==> src/hdl/pll_pkg.sv <==
//####################################################################
// shared widths and the sequencer state encoding for the PLL
// bring-up subsystem, imported by the modules that need them
//####################################################################
`default_nettype none

package pll_pkg;

   //####################################################################
   // configuration words
   //####################################################################
   typedef logic [7:0] divin_t;    // reference divider N
   typedef logic [7:0] divfb_t;    // feedback divider M
   typedef logic [7:0] divout_t;   // per output divider
   typedef logic [7:0] phase_t;    // per output phase shift

   //####################################################################
   // counters
   //####################################################################
   typedef logic [7:0]  tick_t;    // sequencer timer
   typedef logic [11:0] meas_t;    // meter edge count and window

   // bring-up sequence
   typedef enum logic [1:0] {
      st_off       = 2'd0,  // pll held in reset
      st_reset     = 2'd1,  // reset hold, new config applied here
      st_lock_wait = 2'd2,  // enabled, debouncing freqlock
      st_run       = 2'd3   // locked, outputs open
   } seq_state_t;

endpackage

`default_nettype wire
==> src/hdl/pll_seq_timer.sv <==
//####################################################################
// loadable down-counter for the sequencer, holds at zero
// one instance times both the reset hold and the lock debounce
//####################################################################
`default_nettype none

module pll_seq_timer (
   input  logic           clkin,
   input  logic           reset,
   input  logic           tmr_load,    // load strobe
   input  pll_pkg::tick_t tmr_value,   // count to load
   output logic           tmr_zero     // high while count is zero
);
   import pll_pkg::*;

   tick_t count;

   always_ff @(posedge clkin) begin
      if (reset)
         count <= '0;
      else if (tmr_load)
         count <= tmr_value;
      else if (count != '0)
         count <= count - 1'b1;   // stop at zero
   end

   assign tmr_zero = (count == '0);

endmodule

`default_nettype wire

==> config.mk <==
export PLATFORM = sky130hd
export DESIGN_NAME = pll_seq_timer
export DESIGN_NICKNAME = d
export VERILOG_FILES = /design/src/hdl/pll_pkg.sv /design/src/hdl/pll_seq_timer.sv
export SDC_FILE = /design/constraint.sdc
export NUM_CORES = 1
export LEC_CHECK = 0
export BUFFER_PORTS_ARGS = -buffer_cell sky130_fd_sc_hd__buf_2
export CORE_AREA = 2 2 39 41
export DETAILED_ROUTE_END_ITERATION = 12
export DIE_AREA = 0 0 41 43
export PLACE_DENSITY = 0.6
export SYNTH_ARGS = -nofsm -noshare
export SYNTH_HDL_FRONTEND = slang
export SYNTH_SLANG_ARGS = --single-unit
==> constraint.sdc <==
create_clock -name clkin -period 4.65 [get_ports clkin]
set_clock_uncertainty 0.05 [all_clocks]
set_input_delay 0.6975 -clock clkin [delete_from_list [all_inputs] [get_ports clkin]]
set_output_delay 0.6975 -clock clkin [all_outputs]
set_load 0.05 [all_outputs]
After elaboration in Yosys (flattened, before gate mapping)
Index checks and enable logic that the tools add are counted.
{"block": "totals", "word_cells": 7, "out_inout_bits": 1, "ff_bits": 8}
{"block": "op_classes", "reduce_logical": 3, "add_sub_neg": 1, "mux": 2}
{"op": "$mux W8", "n": 2}
{"op": "$logic_not A8 Y1", "n": 1}
{"op": "$reduce_bool A8 Y1", "n": 1}
{"op": "$sub A8 B1 Y8 const B", "n": 1}
{"op": "$reduce_bool A2 Y1", "n": 1}

Logic depth before layout (Yosys ltp)
Gate-level depths: netlist (run 1).
{"block": "depth", "ltp_word": 3, "depth_mapped": 6, "ltp_nobuf": 5}

Least setup slack after synthesis (run 1)
Ideal clock, no wire load.
{"block": "synth_path", "path_kind": "flip-flop to output port", "from": "register count[3]", "to": "output tmr_zero", "t_arrival_ps": 1084, "path_slack_ps": 2818, "stages_incl_launch_ff": 4, "cell_sequence": "dfxtp_1 -> nor4_4 -> and4bb_1 -> buf_6"}
{"block": "synth_via", "elab_chain_len": 1}
{"item": "start: declaration", "line_no": "pll_seq_timer.sv:16", "text": "tick_t count;"}
{"item": "start signal: assignment", "line_no": "pll_seq_timer.sv:22", "text": "count <= tmr_value;"}
{"item": "start signal: assignment", "line_no": "pll_seq_timer.sv:24", "text": "count <= count - 1'b1;"}
{"item": "$logic_not A8 Y1", "line_no": "pll_seq_timer.sv:27", "text": "assign tmr_zero = (count == '0);"}
{"item": "end: declaration", "line_no": "pll_seq_timer.sv:12", "text": "output logic tmr_zero"}
No other way between the ends.

Worst setup path in the final report (run 1)
Same ends and word-level chain as after synthesis.

==> results of run 1 <==
## routing by layer
layer  up-vias  GRT usage, %  part of all wire (%)
met3         2          4.71                   3.2
met1       183          14.5                    47
met4         0          12.0                   2.5
met5         -             0                     0
met2         6          16.9                    48
li1        214             -                     -
## final timing paths
| path | start | to | slack (ns) | depth (start not counted) |
|---|---|---|---|---|
| setup / recovery | count[3]$_SDFFE_PP0P_ | tmr_zero | 2.16 | 3 |
| hold reg to reg | count[5]$_SDFFE_PP0P_ | count[5]$_SDFFE_PP0P_ | 0.57 | 2 |
| hold / removal | count[5]$_SDFFE_PP0P_ | count[5]$_SDFFE_PP0P_ | 0.57 | 2 |
| setup reg to reg | count[0]$_SDFFE_PP0P_ | count[0]$_SDFFE_PP0P_ | 2.95 | 5 |
## kinds of logic (layout without fill, tap and decap cells)
group | count (synthesis) | count (layout) | share of synthesized area, %
AOI/OAI and AO/OA | 10 | 10 | 17.6
adders and majority gates | 1 | 1 | 2.63
and+or+nand+nor | 23 | 23 | 30.3
DFF | 8 | 8 | 33.7
buffers and inverters | 6 | 17 | 6.32
muxes | 1 | 1 | 2.11
xor gates and xnor gates | 4 | 4 | 7.37
## cell type report
type | instances | area (µm²)
clock buffers | 3 | 22.5
multi-input cells | 39 | 285
repair buffers | 11 | 55.1
flip-flops and latches | 8 | 160
fillers | 141 | 830
inverters | 3 | 11.3
well taps | 16 | 20.0
## worst max-delay path: stages (launching register included)
cell and delay, ns:
sky130_fd_sc_hd__dfxtp_1 0.36, sky130_fd_sc_hd__nor4_4 0.37, sky130_fd_sc_hd__and4bb_1 0.43, sky130_fd_sc_hd__buf_2 0.33
## cells in the final DEF (no fill, tap or decap), drive strengths merged
| cell | instances |
|---|---|
| and4b | 1 |
| dfxtp | 8 |
| inv | 3 |
| nor2b | 2 |
| and4bb | 1 |
| buf | 11 |
| ha | 1 |
| nor4 | 1 |
| a311oi | 1 |
| o21a | 1 |
| o211ai | 1 |
| xor2 | 1 |
| or2 | 1 |
| a211oi | 1 |
| xnor2 | 3 |
| a21oi | 1 |
| mux2i | 1 |
| nand2 | 8 |
| a21boi | 1 |
| nor3b | 1 |
| or4 | 1 |
| clkbuf | 3 |
| o32ai | 4 |
| nor2 | 2 |
| nor3 | 5 |
## Yosys cell counts
| master | count | area share (%) |
|---|---|---|
| sky130_fd_sc_hd__or4_4 | 1 | 2.4 |
| sky130_fd_sc_hd__xor2_1 | 1 | 1.8 |
| sky130_fd_sc_hd__xnor2_1 | 3 | 5.5 |
| sky130_fd_sc_hd__inv_1 | 3 | 2.4 |
| sky130_fd_sc_hd__buf_6 | 1 | 2.4 |
| sky130_fd_sc_hd__or2_2 | 1 | 1.3 |
| sky130_fd_sc_hd__a211oi_1 | 1 | 1.6 |
| sky130_fd_sc_hd__nor4_4 | 1 | 4.5 |
| sky130_fd_sc_hd__clkbuf_1 | 2 | 1.6 |
| sky130_fd_sc_hd__nor3b_1 | 1 | 1.6 |
| sky130_fd_sc_hd__o21a_1 | 1 | 1.6 |
| sky130_fd_sc_hd__ha_1 | 1 | 2.6 |
| sky130_fd_sc_hd__a21boi_0 | 1 | 1.6 |
| sky130_fd_sc_hd__o32ai_1 | 4 | 7.4 |
| sky130_fd_sc_hd__dfxtp_1 | 8 | 34 |
| sky130_fd_sc_hd__nor2b_1 | 2 | 2.6 |
| sky130_fd_sc_hd__a21oi_1 | 1 | 1.1 |
| sky130_fd_sc_hd__mux2i_1 | 1 | 2.1 |
| sky130_fd_sc_hd__o211ai_2 | 1 | 2.6 |
| sky130_fd_sc_hd__nand2_1 | 8 | 6.3 |
| sky130_fd_sc_hd__and4bb_1 | 1 | 2.6 |
| sky130_fd_sc_hd__nor3_1 | 5 | 5.3 |
| sky130_fd_sc_hd__a311oi_1 | 1 | 1.8 |
| sky130_fd_sc_hd__nor2_1 | 2 | 1.6 |
| sky130_fd_sc_hd__and4b_1 | 1 | 2.1 |
## power by group
part | leakage [nW] | internal [W] | total (W) | switching, W
combinational | 0.147 | 0.0000283 | 0.0000586 | 0.0000304
clock | 0.0138 | 0.0000294 | 0.0000513 | 0.0000219
sequential | 0.0665 | 0.0000769 | 0.0000865 | 0.00000967
## metrics by stage
stage	hold slack [ns]	util, %	total power (W)	std cells
finish	0.572	40.1	0.000196	80
CTS	0.579	40.1	0.000200	80
global route	0.616	40.1	0.000210	80
global placement	0.566	38.4	0.000146	77
floorplan	0.526	-	0.000136	53
detailed placement	0.569	38.4	0.000147	77
==> summary by stage, run 1 <==
Route
The routed length per placed instance is 11.5 µm. The number of detailed-route iterations in the first pass is 4. The number of nets with antenna violations after detailed routing is 0.

For this run, design rule violations remaining after detail routing come to 0. Dividing the detail-routed via count by the number of cells gives 5.06. The first routing iteration left 2 violations. The aggregate routed wire length is 916 µm. The via total after detailed routing is 405.

Die
The die covers 1760 µm². The die is 41 µm wide. The initialized floorplan defines 14 standard-cell rows.

The initial utilization of the core area, before any placement, comes to 34.4%. The placeable core area is 1380 µm². The number of placed I/O pins is 12. The chip height is 43 µm.

Synthesis
The number of distinct library cells after synthesis is 25. After synthesis the netlist holds a flip-flop and latch count of 8. The gate count after technology mapping is 53. The synthesized area is 475 µm². The number of nets in the synthesized netlist is 65. The Yosys step of the flow raised 0 warnings. The average cell area after synthesis is 8.97 µm². The sequential cell area fraction in the yosys report is 33.7%.

Worst hold path
The type of the most critical hold path is reg2reg.

Clocking
The post-CTS setup buffer count is 0. The tree built by TritonCTS fans out to 8 sinks. For the worst-skew pair, the clock arrives at the later sink with an insertion delay of 0.25 ns. CTS built an H-tree with a depth of 1.

For this design, the CTS-stage hold fixing added 0 buffers. The master cell of the clock root buffer is sky130_fd_sc_hd__clkbuf_4. Buffers inserted during clock tree synthesis total 3.

The maximum buffer depth of the clock tree is 2. The CTS tree is done. After clock tree synthesis, the clock-pin slew on the worst setup and hold paths is 0.05 ns. The count of instances resized after the clock tree is built is 0.

Timing
The hold violation count in the final report is 0. The final clock period utilization by the worst path is 53.5%. For the pin with the worst max-slew slack, the measured transition is 0.302 ns. Setup repair after global routing left no endpoint under its margin. The post-layout worst setup margin is 2.16 ns. Setup violations remaining at the end of the flow were counted as 0. Based on the critical path, the design can be clocked at up to 0.402 GHz.

Subtracting the final worst setup slack from the clock period gives 2.49 ns. The final total negative setup slack is 0 ns. The number of max-slew violations in the final report came to 0. The headroom to the max-slew limit is 79.7%.

Power
The total power per unit cell area is 354 nW/µm². The worst ir drop on vdd is 0.000139 V. The standby leakage power is 0.228 nW.

Layout
The net count reported at finish is 78. count holds more flip-flops than any other register. The largest registers in the layout are count x8. In the final layout, the share of cells above drive strength 1 is 28.1%. The flip-flop count of the largest register, all copies and words added is 8. The final cell area excluding filler cells is 554 µm². The growth of design area from synthesis to finish is 16.6%.

The final antenna diode count is 0.

Placement
The worst setup slack after placement is 2.43 ns. Once placement finished, the instance area stood at 532 µm². The estimated wirelength of the detail-placed design is 659 µm. Port buffering added 11 buffers. The placer congestion estimate is 0.720.

Setup path
The worst setup path is of the reg2out kind. The maximum fanout along the worst path is 8. Data on the critical path arrives at its endpoint at 1.74 ns.

The type of destination of the critical path is an output pin. The required time at the worst-slack endpoint is 3.90 ns. The worst setup path is launched from a flop.

Run
The number of maximum-capacitance violations is 0.

Global routing
The first global-routing pass estimated 1410 µm of wire. The combined global-route utilization of all metal layers is 12.7%. Entering global routing, the biggest net connects 15 pins. The number of antenna violations at the first check in global routing came to 0.

The via count of the first global-routing pass is 345. After global routing the overflow that remains totals 0.

Status
The run finished with clean final reports.
Power figures use the tool's default switching activity.
==> run 2: changes to the inputs <==
--- a/config.mk
+++ b/config.mk
@@ -9,7 +9,7 @@
 export CORE_AREA = 2 2 39 41
 export DETAILED_ROUTE_END_ITERATION = 12
 export DIE_AREA = 0 0 41 43
-export PLACE_DENSITY = 0.6
+export PLACE_DENSITY = 0.63
 export SYNTH_ARGS = -nofsm -noshare
 export SYNTH_HDL_FRONTEND = slang
 export SYNTH_SLANG_ARGS = --single-unit
==> constraint.sdc (replaced) <==
create_clock -name clkin -period 2.2 [get_ports clkin]
set_clock_uncertainty 0.05 [all_clocks]
set_input_delay 0.33 -clock clkin [delete_from_list [all_inputs] [get_ports clkin]]
set_output_delay 0.33 -clock clkin [all_outputs]
set_load 0.05 [all_outputs]
==> summary by stage, run 2 (synthesis results as in run 1) <==
Global routing
The number of antenna violations at the first check in global routing is 0 (unchanged). The via count of the first global-routing pass came to 372 (+7.8%). The total congestion overflow is 0 (unchanged). The global-route wire length before repair is 1480 µm (+4.9%). The combined global-route utilization of all metal layers was 13.1% (+0.40 points). The largest net degree at the start of global routing was 15 (unchanged).

Setup path
The critical path startpoint category is a flop. The beginning of the critical path is count[3]$_SDFFE_PP0P_. The launching point of the worst reg2reg path is count[0]$_SDFFE_PP0P_. The capture point of the worst reg-to-reg path is count[0]$_SDFFE_PP0P_.

The maximum fanout along the worst path is 8 (unchanged). Walking the worst path, the cells encountered are nor4_4 > and4bb_2 > buf_2. The worst endpoint data arrival time came to 1.69 ns (-0.05 ns). The critical path in this run is classified as reg2out. The minimum setup slack among reg-to-reg paths was 0.54 ns (-2.41 ns).

The type of destination of the critical path is an output pin. Following the worst setup path forward leads to its endpoint at tmr_zero. The slowest stage of the critical path is the sky130_fd_sc_hd__and4bb_2 cell. The delay of the slowest cell on the worst path is 0.40 ns (-0.03 ns).

The depth of the most critical reg-to-reg path is 5 (unchanged). The required time at the worst-slack endpoint was 1.82 ns (-2.08 ns).

Layout
The growth of design area from synthesis to finish came to 16.6% (unchanged). The register area is 160 µm² (unchanged). The area occupied by multi-input gates came to 285 µm² (unchanged). The library cell used most frequently in the layout, excluding fill and tap cells, is sky130_fd_sc_hd__buf_2. The flip-flop count of the largest register, all copies and words added is 8 (unchanged).

The filler-free cell count of the finished design is 80 (unchanged). The largest registers in the layout are count x8. The library cells used most frequently in the layout, excluding fill and tap cells, are 11 x sky130_fd_sc_hd__buf_2, 8 x sky130_fd_sc_hd__nand2_1, 8 x sky130_fd_sc_hd__dfxtp_1. The share of post-route cells with drive strength above 1 is 29.7% (+1.6 points). The final-layout fill cell count is 146 (+3.5%).

The final antenna diode count came to 0 (unchanged). The net count reported at finish is 78 (unchanged). Ranked by flip-flop count, first place goes to count.

Die
The number of placed I/O pins is 12 (unchanged). The initial core utilization came to 34.4% (unchanged). The number of cell rows came to 14 (unchanged). The total die area is 1760 µm² (unchanged).

The chip height is 43 µm (unchanged). The placeable core area is 1380 µm² (unchanged). The width of the chip is 41 µm (unchanged).

Timing
The final clock period utilization by the worst path is 94.0%. The transition time of the tightest slew-check pin came to 0.299 ns (-0.00341 ns). The worst hold slack across all endpoints came to 0.286 ns (-0.286 ns). The final total negative setup slack came to 0 ns (unchanged). The headroom to the max-slew limit is 79.9% (+0.23 points).

Setup repair after global routing left no endpoint under its margin. Counting I/O delays and the setup requirement, the final critical path takes 2.07 ns. The number of max-slew violations in the final report is 0 (unchanged). Static timing analysis puts the maximum clock frequency at 0.484 GHz. The hold violation count in the final report is 0 (unchanged). The total of endpoints with negative setup slack in the final report is 0 (unchanged).

Power
The standby leakage power is 0.225 nW (-1.1%). The worst ir drop on vdd is 0.000232 V (+67%). The total power per unit cell area is 760 nW/µm² (+110%).

Clocking
The count of instances resized after the clock tree is built is 0 (unchanged). TritonCTS built the clock tree. The post-CTS setup buffer count is 0 (unchanged).

The TritonCTS sink count came to 8 (unchanged). The maximum buffer depth of the clock tree is 2 (unchanged). The register clock-pin slew on the reported worst setup and hold paths is 0.05 ns (about the same).

The hold-fix buffer count after cts came to 0 (unchanged). The deepest level of the CTS H-tree was 1 (unchanged). The clock insertion delay at the later pin of the skew report is 0.25 ns (about the same).

The total clock buffers created by CTS is 3 (unchanged). The master cell of the clock root buffer is sky130_fd_sc_hd__clkbuf_4.

Route
The via total after detailed routing is 408 (+0.74%). The number of detailed-route iterations in the first pass is 4 (unchanged). The aggregate routed wire length was 922 µm (+0.66%).

The DRC violation total after the first TritonRoute iteration is 4 (+2). The routed length per placed instance is 11.5 µm (+0.66%). The remaining design rule violation count is 0 (unchanged). The vias per cell came to 5.10 (+0.74%). The number of nets with antenna violations after detailed routing was 0 (unchanged).

Placement
The number of cells in the design after placement is 77 (unchanged). The number of port buffers is 11 (unchanged). The placer congestion estimate came to 0.668 (-7.2%). The estimated wirelength of the detail-placed design is 672 µm (+2.0%).

Status
The flow ran to the end, and the final reports show no timing, DRC or antenna violations.

Run
The number of maximum-capacitance violations is 0 (unchanged).

Worst hold path
The type of the most critical hold path is in2reg.
-- run 2: cell counts in the layout (fill, tap and decap cells not counted) --
Identical to the previous run, type by type.
-- run 2: where the power goes --
| part | total (W) | internal, W | switching, W |
|---|---|---|---|
| registers | 0.000183 | 0.000162 | 0.0000206 |
| logic | 0.000124 | 0.0000603 | 0.0000637 |
| clock network | 0.000114 | 0.0000625 | 0.0000516 |
| total | 0.000421 | 0.000285 | 0.000136 |
-- run 2: cell type report --
type                    count  area share, %
well taps                  16           3.61
clock buffers               3           4.06
multi-input cells          39           51.5
inverters                   3           2.03
repair buffers             11           9.93
flip-flops and latches      8           28.9
-- run 2: stage by stage --
stage                     utilization (%)  cell area, µm²  total power [W]  setup WS [ns]
final                                40.1             554         0.000421          0.132
after global routing                 40.1             554         0.000450         0.0670
after CTS                            40.1             554         0.000426         0.0747
after detailed placement             38.4             532         0.000309          0.358
after global placement               38.4             532         0.000308          0.392
after floorplan                         -             475         0.000287          0.579
-- run 2: worst min-delay path by stage --
stage                             from               endpoint  slack (ns)  cells after the start
after global placement    tmr_value[6]  count[6]$_SDFFE_PP0P_        0.54                      3
after global routing      tmr_value[2]  count[2]$_SDFFE_PP0P_        0.29                      3
final                     tmr_value[2]  count[2]$_SDFFE_PP0P_        0.29                      3
after CTS                 tmr_value[2]  count[2]$_SDFFE_PP0P_        0.28                      3
after detailed placement  tmr_value[2]  count[2]$_SDFFE_PP0P_        0.55                      3
after floorplan           tmr_value[3]  count[3]$_SDFFE_PP0P_        0.44                      2
-- run 2: worst max-delay path: cells and delay by family (launching register included) --
| family | cells | cell delay, ns |
|---|---|---|
| simple gates | 2 | 0.77 |
| flops | 1 | 0.36 |
| buf+inv | 1 | 0.30 |
-- run 2: metal layers --
layer	GRT usage, %	share of wire, %
met5	0	0
met1	16.4	50
met3	3.14	2.8
met4	14.0	4.3
met2	16.3	43
==> run 3: changes to the inputs <==
==> constraint.sdc (replaced) <==
create_clock -name clkin -period 2.2 [get_ports clkin]
set_clock_uncertainty 0.05 [all_clocks]
set_input_delay 0.66 -clock clkin [delete_from_list [all_inputs] [get_ports clkin]]
set_output_delay 0.66 -clock clkin [all_outputs]
set_load 0.05 [all_outputs]
==> summary by stage, run 3 (synthesis results as in run 1) <==
Route
The number of detailed-route iterations in the first pass is 4 (unchanged). The via total after detailed routing is 433 (+6.1%). The DRC violation total after the first TritonRoute iteration is 10 (+6). The routed length per placed instance is 11.5 µm (-0.11%). The aggregate routed wire length came to 944 µm (+2.4%). The remaining design rule violation count is 0 (unchanged). The number of nets with antenna violations after detailed routing was 0 (unchanged).

The vias per cell came to 5.28 (+3.5%).

Global routing
The combined global-route utilization of all metal layers is 12.7% (-0.31 points). The via count of the first global-routing pass came to 381 (+2.4%). The largest net degree at the start of global routing was 15 (unchanged).

The number of antenna violations at the first check in global routing was 0 (unchanged). The global-route wire length before repair is 1470 µm (-0.47%). The total congestion overflow is 0 (unchanged).

Placement
The placer congestion estimate is 0.657 (-1.7%). The number of port buffers was 11 (unchanged). The estimated wirelength of the detail-placed design was 704 µm (+4.7%). The worst setup slack after placement is 0.269 ns (-0.0884 ns).

Clocking
The hold-fix buffer count after cts is 0 (unchanged). The TritonCTS sink count is 8 (unchanged). The deepest level of the CTS H-tree came to 1 (unchanged).

TritonCTS built the clock tree. The tree is rooted in a sky130_fd_sc_hd__clkbuf_4. The clock insertion delay at the later pin of the skew report was 0.26 ns (about the same).

The register clock-pin slew on the reported worst setup and hold paths was 0.05 ns (about the same). The maximum buffer depth of the clock tree was 2 (unchanged). The total clock buffers created by CTS is 3 (unchanged).

Die
The number of cell rows was 14 (unchanged). The number of placed I/O pins came to 12 (unchanged). The total die area is 1760 µm² (unchanged).

The chip height is 43 µm (unchanged). The initial core utilization was 34.4% (unchanged). The placeable core area is 1380 µm² (unchanged). The width of the chip came to 41 µm (unchanged).

Layout
In the layout the commonest cells are 10 x sky130_fd_sc_hd__buf_2, 8 x sky130_fd_sc_hd__nand2_1, 8 x sky130_fd_sc_hd__dfxtp_1. The final-layout fill cell count is 145 (-0.68%). The flip-flop count of the largest register, all copies and words added came to 8 (unchanged). The final antenna diode count is 0 (unchanged). The net count reported at finish is 80 (+2.6%). The growth of design area from synthesis to finish is 20.3%.

More flip-flops sit in one register than any other, and that register is count. The leading cell type in the layout, fill and taps excluded is sky130_fd_sc_hd__buf_2. The largest registers in the layout are count x8. The share of post-route cells with drive strength above 1 came to 30.3% (+0.62 points).

Setup path
The type of destination of the critical path is an output pin. Walking the worst path, the cells encountered are nor4_4 > and4bb_1 > buf_4. The critical path in this run is classified as reg2out. Among all stages on the critical path, the largest delay is contributed by sky130_fd_sc_hd__dfxtp_1. The worst endpoint data arrival time was 1.39 ns (-0.30 ns). The critical path startpoint category is a flop. The maximum fanout along the worst path is 4 (-4). The required time at the worst-slack endpoint was 1.49 ns (-0.33 ns). The delay of the slowest cell on the worst path is 0.36 ns (-0.04 ns).

Timing
The final total negative setup slack is 0 ns (unchanged). The post-layout worst setup margin was 0.0957 ns (-0.0364 ns). The number of max-slew violations in the final report is 0 (unchanged). The total of endpoints with negative setup slack in the final report came to 0 (unchanged). The highest achievable clock rate was 0.475 GHz (-1.7%). Setup repair after global routing left no endpoint under its margin. The final clock period utilization by the worst path is 95.7% (+1.7 points). The transition time of the tightest slew-check pin is 0.300 ns (+0.00142 ns). The shortest clock period the worst path allows after layout is 2.10 ns (+0.0364 ns). The hold violation count in the final report is 0 (unchanged). The headroom to the max-slew limit is 79.9% (-0.099 points).

Power
The total power per unit cell area is 758 nW/µm² (-0.31%). The standby leakage power is 0.238 nW (+5.7%). The worst ir drop on vdd came to 0.000214 V (-7.5%).

Run
The number of maximum-capacitance violations is 0 (unchanged).

Worst hold path
In this run the worst hold path is classified as reg2reg.

Status
The run finished with clean final reports.
[run 3: cell count changes in the layout (fill, tap and decap cells not counted)]
cell,previous run,this run
sky130_fd_sc_hd__and4bb_2,1,0
sky130_fd_sc_hd__and4bb_1,0,1
sky130_fd_sc_hd__buf_2,11,10
sky130_fd_sc_hd__buf_4,0,3
[run 3: critical path, delay by kind of cell (launching register included)]
kind                   cells  cell delay (ns)
AND/OR/NAND/NOR            2             0.57
flip-flops                 1             0.36
buffers and inverters      1             0.20
[run 3: cell type report]
cell class | count | area (µm²) | share of cell area, %
sequential | 8 | 160 | 28.0
tap | 16 | 20.0 | 3.50
timing repair buffer | 13 | 72.6 | 12.7
multi-input combinational | 39 | 285 | 49.9
clock buffer | 3 | 22.5 | 3.94
inverter | 3 | 11.3 | 1.97
[run 3: final timing paths]
kind / start / endpoint / cells after the start / slack (ns)
setup / recovery: count[2]$_SDFFE_PP0P_ / tmr_zero / 3 / 0.1
hold / removal: count[5]$_SDFFE_PP0P_ / count[5]$_SDFFE_PP0P_ / 2 / 0.58
setup reg to reg: count[0]$_SDFFE_PP0P_ / count[0]$_SDFFE_PP0P_ / 6 / 0.49
hold reg to reg: count[5]$_SDFFE_PP0P_ / count[5]$_SDFFE_PP0P_ / 2 / 0.58
[run 3: report_power, final]
| part | internal, W | total (W) | switching, W |
|---|---|---|---|
| registers | 0.000162 | 0.000183 | 0.0000202 |
| clock network | 0.0000626 | 0.000115 | 0.0000526 |
| logic | 0.0000697 | 0.000135 | 0.0000657 |
[run 3: repair_timing]
action | 4_1_cts | 5_1_grt
pin swaps | 0 | 1
buffers inserted | 0 | 1
gates resized for setup | 1 | 0
hold endpoints to repair | 0 | 0
setup endpoints to repair | 1 | 1
[run 3: layer usage]
metal | GRT usage, % | up-vias | wire, µm
li1 | - | 220 | -
met1 | 16.0 | 193 | 423
met2 | 17.5 | 15 | 425
met3 | 1.57 | 5 | 49
met4 | 12.0 | 0 | 45
met5 | 0 | - | 0
[run 3: metrics by stage]
step / power, W / hold slack, ns / cell area, µm² / util, % / cells
2_1_floorplan: 0.000287 / 0.526 / 475 / - / 53
3_3_place_gp: 0.000312 / 0.559 / 539 / 39.0 / 78
3_5_place_dp: 0.000314 / 0.572 / 539 / 39.0 / 78
4_1_cts: 0.000431 / 0.582 / 564 / 40.8 / 81
5_1_grt: 0.000458 / 0.607 / 572 / 41.3 / 82
6_report: 0.000433 / 0.579 / 572 / 41.3 / 82
